<file path="src/hdl/conv_ctrl_pkg.sv">
package conv_ctrl_pkg;

    typedef enum logic [1:0] {
        SEQ_IDLE    = 2'd0,
        SEQ_WEIGHTS = 2'd1,
        SEQ_STREAM  = 2'd2,
        SEQ_FLUSH   = 2'd3
    } seq_state_e;

    // Strobes from the sequencer, valid in the cycle they are seen
    typedef struct packed {
        // Weight memory read and shift into the weight register
        logic wm_read;
        logic wm_shift;
        // Bias memory read, once per filter
        logic bm_read;
        // IFM read and line-buffer shift
        logic ifm_read;
        logic fifo_shift;
        // Full window present on this shift
        logic conv_fire;
    } unit_ctrl_t;

endpackage

</file>
<file path="src/hdl/conv_sequencer.sv">
`timescale 1ns/1ps

module conv_sequencer #(
    parameter int IFM_SIZE          = 6,
    parameter int KERNEL_SIZE       = 3,
    parameter int NUMBER_OF_FILTERS = 2,
    localparam int IFM_AW = $clog2(IFM_SIZE * IFM_SIZE),
    localparam int WM_AW  = $clog2(KERNEL_SIZE * KERNEL_SIZE * NUMBER_OF_FILTERS),
    localparam int BM_AW  = (NUMBER_OF_FILTERS > 1) ? $clog2(NUMBER_OF_FILTERS) : 1
) (
    input  logic                      clk,
    input  logic                      rst_n,
    input  logic                      start,
    output conv_ctrl_pkg::unit_ctrl_t ctrl,
    output logic                      load_allow,
    output logic [WM_AW-1:0]          weight_read_address,
    output logic [BM_AW-1:0]          bias_read_address,
    output logic [IFM_AW-1:0]         ifm_read_address,
    output logic                      result_valid,
    output logic [7:0]                result_filter,
    output logic [7:0]                result_row,
    output logic [7:0]                result_col,
    output logic                      busy,
    output logic                      done
);

    localparam int KK    = KERNEL_SIZE * KERNEL_SIZE;
    localparam int TAP_W = $clog2(KK + 1);
    localparam int RC_W  = $clog2(IFM_SIZE + 1);

    conv_ctrl_pkg::seq_state_e state;
    logic [TAP_W-1:0]  tap_cnt;
    logic [BM_AW-1:0]  filter_cnt;
    logic [WM_AW-1:0]  wm_addr;
    logic [IFM_AW-1:0] pix_cnt;
    logic [RC_W-1:0]   row_cnt;
    logic [RC_W-1:0]   col_cnt;
    logic              last_filter;
    logic              wm_shift_q;
    logic              fifo_shift_q;
    logic              conv_fire_q;
    logic              done_pend;
    logic [7:0]        fire_filter;
    logic [7:0]        fire_row;
    logic [7:0]        fire_col;

    assign last_filter = (filter_cnt == BM_AW'(NUMBER_OF_FILTERS - 1));
    assign load_allow  = !busy;

    assign weight_read_address = wm_addr;
    assign bias_read_address   = filter_cnt;
    assign ifm_read_address    = pix_cnt;

    // Shift strobes trail their reads by the one-cycle memory latency
    always_comb begin
        ctrl            = '0;
        ctrl.wm_read    = (state == conv_ctrl_pkg::SEQ_WEIGHTS) && (tap_cnt < TAP_W'(KK));
        ctrl.bm_read    = (state == conv_ctrl_pkg::SEQ_WEIGHTS) && (tap_cnt == '0);
        ctrl.ifm_read   = (state == conv_ctrl_pkg::SEQ_STREAM);
        ctrl.wm_shift   = wm_shift_q;
        ctrl.fifo_shift = fifo_shift_q;
        ctrl.conv_fire  = conv_fire_q;
    end

    always_ff @(posedge clk) begin
        if (!rst_n) begin
            state        <= conv_ctrl_pkg::SEQ_IDLE;
            tap_cnt      <= '0;
            filter_cnt   <= '0;
            wm_addr      <= '0;
            pix_cnt      <= '0;
            row_cnt      <= '0;
            col_cnt      <= '0;
            wm_shift_q   <= 1'b0;
            fifo_shift_q <= 1'b0;
            conv_fire_q  <= 1'b0;
            result_valid <= 1'b0;
            done_pend    <= 1'b0;
            done         <= 1'b0;
            busy         <= 1'b0;
        end else begin
            wm_shift_q   <= ctrl.wm_read;
            fifo_shift_q <= ctrl.ifm_read;
            conv_fire_q  <= ctrl.ifm_read && (row_cnt >= RC_W'(KERNEL_SIZE - 1))
                            && (col_cnt >= RC_W'(KERNEL_SIZE - 1));
            result_valid <= conv_fire_q;
            // done lands one cycle after the last result_valid
            done_pend    <= (state == conv_ctrl_pkg::SEQ_FLUSH) && last_filter;
            done         <= done_pend;
            if (done_pend) begin
                busy <= 1'b0;
            end
            case (state)
                conv_ctrl_pkg::SEQ_IDLE: begin
                    if (start && !busy) begin
                        state      <= conv_ctrl_pkg::SEQ_WEIGHTS;
                        busy       <= 1'b1;
                        filter_cnt <= '0;
                        wm_addr    <= '0;
                        tap_cnt    <= '0;
                    end
                end
                conv_ctrl_pkg::SEQ_WEIGHTS: begin
                    if (ctrl.wm_read) begin
                        wm_addr <= wm_addr + 1'b1;
                    end
                    if (tap_cnt == TAP_W'(KK)) begin
                        tap_cnt <= '0;
                        pix_cnt <= '0;
                        row_cnt <= '0;
                        col_cnt <= '0;
                        state   <= conv_ctrl_pkg::SEQ_STREAM;
                    end else begin
                        tap_cnt <= tap_cnt + 1'b1;
                    end
                end
                conv_ctrl_pkg::SEQ_STREAM: begin
                    pix_cnt <= pix_cnt + 1'b1;
                    if (col_cnt == RC_W'(IFM_SIZE - 1)) begin
                        col_cnt <= '0;
                        row_cnt <= row_cnt + 1'b1;
                    end else begin
                        col_cnt <= col_cnt + 1'b1;
                    end
                    if (pix_cnt == IFM_AW'(IFM_SIZE * IFM_SIZE - 1)) begin
                        state <= conv_ctrl_pkg::SEQ_FLUSH;
                    end
                end
                conv_ctrl_pkg::SEQ_FLUSH: begin
                    if (last_filter) begin
                        state <= conv_ctrl_pkg::SEQ_IDLE;
                    end else begin
                        filter_cnt <= filter_cnt + 1'b1;
                        state      <= conv_ctrl_pkg::SEQ_WEIGHTS;
                    end
                end
                default: state <= conv_ctrl_pkg::SEQ_IDLE;
            endcase
        end
    end

    // Window top-left, two stages to match the MAC and output stage
    always_ff @(posedge clk) begin
        fire_filter   <= 8'(filter_cnt);
        fire_row      <= 8'(row_cnt - RC_W'(KERNEL_SIZE - 1));
        fire_col      <= 8'(col_cnt - RC_W'(KERNEL_SIZE - 1));
        result_filter <= fire_filter;
        result_row    <= fire_row;
        result_col    <= fire_col;
    end

endmodule

</file>
<file path="config.mk">
export PLATFORM = sky130hd
export DESIGN_NAME = conv_sequencer
export DESIGN_NICKNAME = d
export VERILOG_FILES = /design/src/hdl/conv_ctrl_pkg.sv /design/src/hdl/conv_sequencer.sv
export SDC_FILE = /design/constraint.sdc
export NUM_CORES = 1
export LEC_CHECK = 0
export BUFFER_PORTS_ARGS = -buffer_cell sky130_fd_sc_hd__buf_4
export CAP_MARGIN = 10
export CORE_ASPECT_RATIO = 1.5
export CORE_UTILIZATION = 53
export DETAILED_ROUTE_END_ITERATION = 10
export PLACE_DENSITY = 0.74
export SYNTH_ARGS = -nofsm -noshare
export SYNTH_HDL_FRONTEND = slang
export SYNTH_SLANG_ARGS = --single-unit
</file>
<file path="constraint.sdc">
create_clock -name clk -period 1.8 [get_ports clk]
set_input_delay 0.36 -clock clk [delete_from_list [all_inputs] [get_ports clk]]
set_output_delay 0.36 -clock clk [all_outputs]
set_load 0.01 [all_outputs]
</file>
==> out/summary.txt, run 1 <==
outcome = completed
CP max FO = 6
Clk Latency, worst-skew pair = 0.30 ns
largest net degree at the start of global routing = 16
port buffer count = 41
DR pass1 iterations = 4
Ant. Diodes = 0
DP HPWL = 3130 microns
Vias per Instance = 5.47
clock skew = 0.00657 ns
Ports = 49
routability cong. = 0.806
kind of critical path = reg2out
# rows = 28
most frequent cell after synthesis = dfxtp_1
Post-DRT Antenna Nets = 0
setup TNS = 0 ns
Slew Limit Fails = 0
static leakage = 1.10 nW
share of the synthesized area in the top cell type = 0.449
post-synth top area cell = dfxtp_1
total CTS buffers = 5
vias in the first global route = 1572
Final Hold Fails = 0
Crit path arrival time = 1.30 ns
average size of a mapped cell = 9.29 sq um
Synth-to-Final Area Change = 22.0%
layout cells sized above 1 = 0.276
Detailed Route Iter0 Violations = 28
Max-Cap Viols = 0
Critical Path RT = 1.44 ns
WL/cell = 13.1 microns
CTS Root Cell = clkbuf_8
Critical Path Source Type = flop
Gate Count Post-Synth = 235
Horiz. Die Dim = 54.4 microns
die area = 4390 sq um
overall power = 3.12 mW
Area contributors post-synth = dfxtp_1, ha_1, buf_4, nand2_1, a21oi_1
nets = 292
Starting Density = 0.552
sequential share of the synthesized area = 0.449
power density cells = 1170 nW/um^2
drt drc = 0
TritonCTS clock tree = built
top post-synthesis cells by count = dfxtp_1, buf_4, nand2_1
CP endpoint kind = output port
Placed Cells = 313
type of the tightest min-delay check = reg2reg
Mapped Area = 2180 sq um
Clock transition at path regs = 0.08 ns
final worst setup slack = 0.136 ns
final std cells w/o fill = 324
YS warnings = 0
CTS Hold Bufs = 0
Post-synth EDFFs = 0
die span in y = 80.6 microns
Fill cells = 331
endpoints failing setup = 0
CTS sink cnt = 49
Cell variety after synth = 48
maximum clock insertion buffer count = 2
#FFs+latches synth = 49
area of the core = 3960 sq um
FFs w/ async S/R, synth = 0
fmax = 601 MHz
worst slack at placement = 0.103 ns
Max rail drop VDD = 0.781 mV
first-pass GRT wire length = 6830 microns
Final min period = 1.66 ns
unrepaired setup endpoints after global routing = false
initial antenna violation count = 0
H-tree Lvls = 2
Vias = 1773
gr usage total = 0.218
remaining global-route overflow = 0
dominant synthesized flop cell = dfxtp_1
WL final = 4250 microns
Final Cycle Share = 0.925
## repair_timing
action / CTS / global route
pin swaps: 1 / 3
endpoints found under the setup margin: 2 / 5
resized for setup: 6 / 6
cloned: 0 / 0
setup buffers: 3 / 1
## sequential cells by signal, summed over array words and instances (netlist names)
name / cells
result_filter: 1
tap_cnt: 4
bias_read_address: 1
fire_row: 4
conv_fire_q: 1
state: 2
fire_col: 4
col_cnt: 3
fifo_shift_q: 1
weight_read_address: 5
wm_shift_q: 1
busy: 1
ifm_read_address: 6
done: 1
result_row: 4
result_col: 4
row_cnt: 3
result_valid: 1
done_pend: 1
fire_filter: 1
## layout by cell type, fill, tap and decap left out, types with 5 or more instances in the layout
master and count:
buf_4 57, dfxtp_1 46, nand2_1 17, inv_1 14, a21oi_1 12, nand3_1 11, ha_1 10, nor2_1 9
conb_1 7, nand2b_1 6, o21ai_1 6, clkbuf_8 6, mux2i_1 5
## power breakdown
part / leakage, nW / switching, mW / internal (mW)
logic: 0.641 / 0.588 / 0.476
registers: 0.398 / 0.0843 / 1.17
clock network: 0.0585 / 0.340 / 0.453
## layout make-up
class / count / area, sq um / share of cell area
tap: 45 / 56.3 / 0.0211
clock buffer: 7 / 86.3 / 0.0324
sequential: 49 / 987 / 0.371
clock inverter: 1 / 30.0 / 0.0113
multi-input combinational: 147 / 1010 / 0.379
inverter: 18 / 67.6 / 0.0254
timing repair buffer: 57 / 428 / 0.161
## layer usage
| metal | track usage | vias to the layer above | share of wire |
|---|---|---|---|
| met5 | 0 | - | 0 |
| met4 | 0.121 | 0 | 0.035 |
| met3 | 0.0417 | 13 | 0.042 |
| met2 | 0.398 | 53 | 0.55 |
| met1 | 0.217 | 832 | 0.37 |
| li1 | - | 875 | - |
## critical path: stages (launching register included)
cell,delay [ns]
dfxtp_4,0.38
buf_4,0.15
nand2b_1,0.17
nor4_2,0.15
buf_4,0.16
## metrics by stage
stage / hold WS (ns) / instance area (sq um) / utilization
CTS: 0.332 / 2640 / 0.668
global placement: 0.311 / 2490 / 0.628
finish: 0.330 / 2660 / 0.673
global route: 0.340 / 2660 / 0.673
detailed placement: 0.312 / 2490 / 0.628
floorplan: 0.310 / 2210 / -
## final timing paths
check | from | endpoint | cells after the start | slack (ns)
setup reg to reg | state[1] | ifm_read_address[5] | 7 | 0.14
hold / removal | fire_filter[0] | result_filter[0] | 0 | 0.33
hold reg to reg | fire_filter[0] | result_filter[0] | 0 | 0.33
setup / recovery | tap_cnt[0] | ctrl[3] | 4 | 0.14
## cells by family (layout without fill, tap and decap cells)
family,after synthesis,count (layout),synth area share
muxes,5,5,0.0229
AOI/OAI and AO/OA,49,49,0.151
adders and majority gates,11,11,0.0630
xor gates and xnor gates,2,2,0.00802
and+or+nand+nor,73,73,0.191
DFF,49,49,0.449
buffers and inverters,45,83,0.113
other,1,7,0.00172
(Power assumes the default switching activity.)
==> inputs of run 2 (changes only) <==
ABC_AREA = 1   (was not set)
PLACE_DENSITY = 0.75   (was 0.74)
==> run 2 against run 1 <==
Net effect:
- global-route usage fell by 1.2 points
- via count fell by 4.3%
- maximum frequency fell by 3.5%
- first-iteration DRC count rose by 36%
- clock power fell by 14%
- utilization fell by 3.7 points
- register-to-register slack improved by 0.07 ns
- synthesized cell count rose by 12%
- count of clock-buffer cells in the layout fell by 2
- die area fell by 1.5%
- non-clock buffer count fell by 14
- critical endpoint unchanged
- highest routed layer unchanged
==> out/summary.txt, run 2 <==
gr usage total = 0.207 (-0.0116)
max FFs per register = 6 (unchanged)
Final Hold Fails = 0 (unchanged)
YS warnings = 0 (unchanged)
share of the synthesized area in the top cell type = 0.456 (+0.00706)
Critical Path RT = 1.44 ns (about the same)
r2r endpoint = weight_read_address[4]
Mapped Area = 2150 sq um (-1.5%)
Worst path max stage delay = 0.37 ns (about the same)
Crit path arrival time = 1.36 ns (+0.06 ns)
hold endpoint = result_col[0]
#FFs+latches synth = 49 (unchanged)
Vias = 1696 (-4.3%)
clock skew = 0.00963 ns (+0.00305 ns)
final worst setup slack = 0.0756 ns (-0.0603 ns)
remaining global-route overflow = 0 (unchanged)
Max-Cap Viols = 0 (unchanged)
Starting Density = 0.548 (-0.00369)
area of the core = 3920 sq um (-0.89%)
CTS Hold Bufs = 0 (unchanged)
Slew Limit Fails = 0 (unchanged)
TritonCTS clock tree = built
endpoints failing setup = 0 (unchanged)
most frequent cells in the layout = nand2_1, dfxtp_1, buf_4
Max rail drop VDD = 0.852 mV (+9.1%)
FFs w/ async S/R, synth = 0 (unchanged)
type of the tightest min-delay check = reg2reg
setup TNS = 0 ns (unchanged)
Cell variety after synth = 33 (-31%)
drt drc = 0 (unchanged)
static leakage = 1.11 nW (+0.70%)
layout cells sized above 1 = 0.242 (-0.0344)
routability cong. = 0.828 (+2.7%)
port buffer count = 41 (unchanged)
average size of a mapped cell = 8.14 sq um (-12%)
flop-to-flop setup slack = 0.21 ns (+0.07 ns)
total CTS buffers = 5 (unchanged)
Vias per Instance = 4.94 (-9.6%)
final core utilization = 0.636 (-0.0374)
Clock transition at path regs = 0.09 ns (about the same)
CP cell instances = inv_2, ha_4, inv_4, nor3_2, buf_4
vias in the first global route = 1531 (-2.6%)
Final Cycle Share = 0.958 (+0.0335)
WL final = 3890 microns (-8.6%)
DR pass1 iterations = 4 (unchanged)
delay-heaviest family, CP = flip-flops
overall power = 2.92 mW (-6.3%)
WP buf/inv = 3 (+1)
die span in y = 80.0 microns (-0.76%)
die area = 4320 sq um (-1.5%)
maximum clock insertion buffer count = 2 (unchanged)
Ports = 49 (unchanged)
top post-synthesis cells by count = dfxtp_1, nand2_1, inv_1
CP max stage cell = dfxtp_1
sequential share of the synthesized area = 0.456 (+0.00706)
CTS Root Cell = clkbuf_8
r2r worst-path depth = 7 (unchanged)
# rows = 28 (unchanged)
dominant synthesized flop cell = dfxtp_1
Detailed Route Iter0 Violations = 38 (+36%)
Ant. Diodes = 0 (unchanged)
power density cells = 1170 nW/um^2 (+0.12%)
Horiz. Die Dim = 54 microns (-0.74%)
unrepaired setup endpoints after global routing = false
worst slack at placement = 0.149 ns (+0.0466 ns)
Critical Path Source Type = flop
Area contributors post-synth = dfxtp_1, nand2_1, buf_4, ha_1, inv_1
outcome = completed
Final min period = 1.72 ns (+0.0603 ns)
RR Startpoint = state[0]
post-synth top area cell = dfxtp_1
hold depth = 0 (unchanged)
first-pass GRT wire length = 6570 microns (-3.9%)
Post-synth EDFFs = 0 (unchanged)
fmax = 580 MHz (-3.5%)
H-tree Lvls = 2 (unchanged)
largest net degree at the start of global routing = 19 (+3)
nets = 311 (+6.5%)
Hold Path Origin = fire_col[0]
CP max FO = 7 (+1)
DP HPWL = 2850 microns (-9.1%)
kind of critical path = reg2out
WL/cell = 11.3 microns (-14%)
Clk Latency, worst-skew pair = 0.30 ns (about the same)
CP endpoint kind = output port
Gate Count Post-Synth = 264 (+12%)
initial antenna violation count = 0 (unchanged)
most frequent cell after synthesis = dfxtp_1
CTS sink cnt = 49 (unchanged)
Post-DRT Antenna Nets = 0 (unchanged)
Synth-to-Final Area Change = 16.0%
run 2: cell families (layout without fill, tap and decap cells):
kind of cell,after synthesis,after routing,synth area share
buffers and inverters,57,85,0.143
other,1,7,0.00174
and+or+nand+nor,111,111,0.233
DFF,49,49,0.456
xor gates and xnor gates,3,3,0.0122
adders and majority gates,11,11,0.0640
AOI/OAI and AO/OA,32,32,0.0891
run 2: worst reg2reg max path, stage by stage (launching register included):
cell and delay (ns):
dfxtp_2 0.36, inv_1 0.14, ha_1 0.26, nand3_1 0.20
o21ai_4 0.17, nand2_4 0.11, o21ai_0 0.19, nor2_1 0.05
run 2: worst max-delay path by stage:
stage	slack, ns	endpoint	startpoint	cells after the start
after detailed placement	0.15	row_cnt[0]	state[0]	7
after CTS	0.03	ctrl[3]	state[1]	5
after global placement	0.18	row_cnt[0]	state[0]	7
final	0.08	ctrl[3]	state[1]	5
after global routing	0.003	ctrl[3]	state[1]	5
after floorplan	0.35	row_cnt[0]	state[0]	9
run 2: power by group:
| group | leakage [nW] | total (mW) | internal, mW | switching [mW] |
|---|---|---|---|---|
| combinational | 0.658 | 0.958 | 0.364 | 0.594 |
| sequential | 0.397 | 1.28 | 1.18 | 0.0963 |
| clock | 0.0506 | 0.682 | 0.291 | 0.391 |
| total | 1.11 | 2.92 | 1.84 | 1.08 |
run 2: through the flow:
| step | std cells | hold slack, ns | area (sq um) |
|---|---|---|---|
| after detailed placement | 335 | 0.312 | 2370 |
| final | 343 | 0.333 | 2490 |
| after floorplan | 270 | 0.310 | 2170 |
| after global routing | 343 | 0.340 | 2490 |
| after global placement | 335 | 0.310 | 2370 |
| after CTS | 343 | 0.334 | 2490 |
run 2: routing by layer:
metal / vias to the layer above / routed length (microns) / part of all wire / track usage
li1: 877 / - / - / -
met4: 0 / 78 / 0.020 / 0.0949
met5: - / 0 / 0 / 0
met1: 765 / 1590 / 0.41 / 0.229
met3: 8 / 145 / 0.037 / 0.0495
met2: 46 / 2080 / 0.53 / 0.356
run 2: final cells by class:
class | instances | area (sq um)
inverter | 34 | 131
clock inverter | 3 | 28.8
multi-input combinational | 164 | 903
clock buffer | 5 | 68.8
timing repair buffer | 43 | 323
sequential | 49 | 982
fill | 358 | 1430
tap | 45 | 56.3
run 2: repair_timing:
item	CTS	global route
resized for setup	3	3
endpoints found under the setup margin	2	5
buffers inserted	0	0
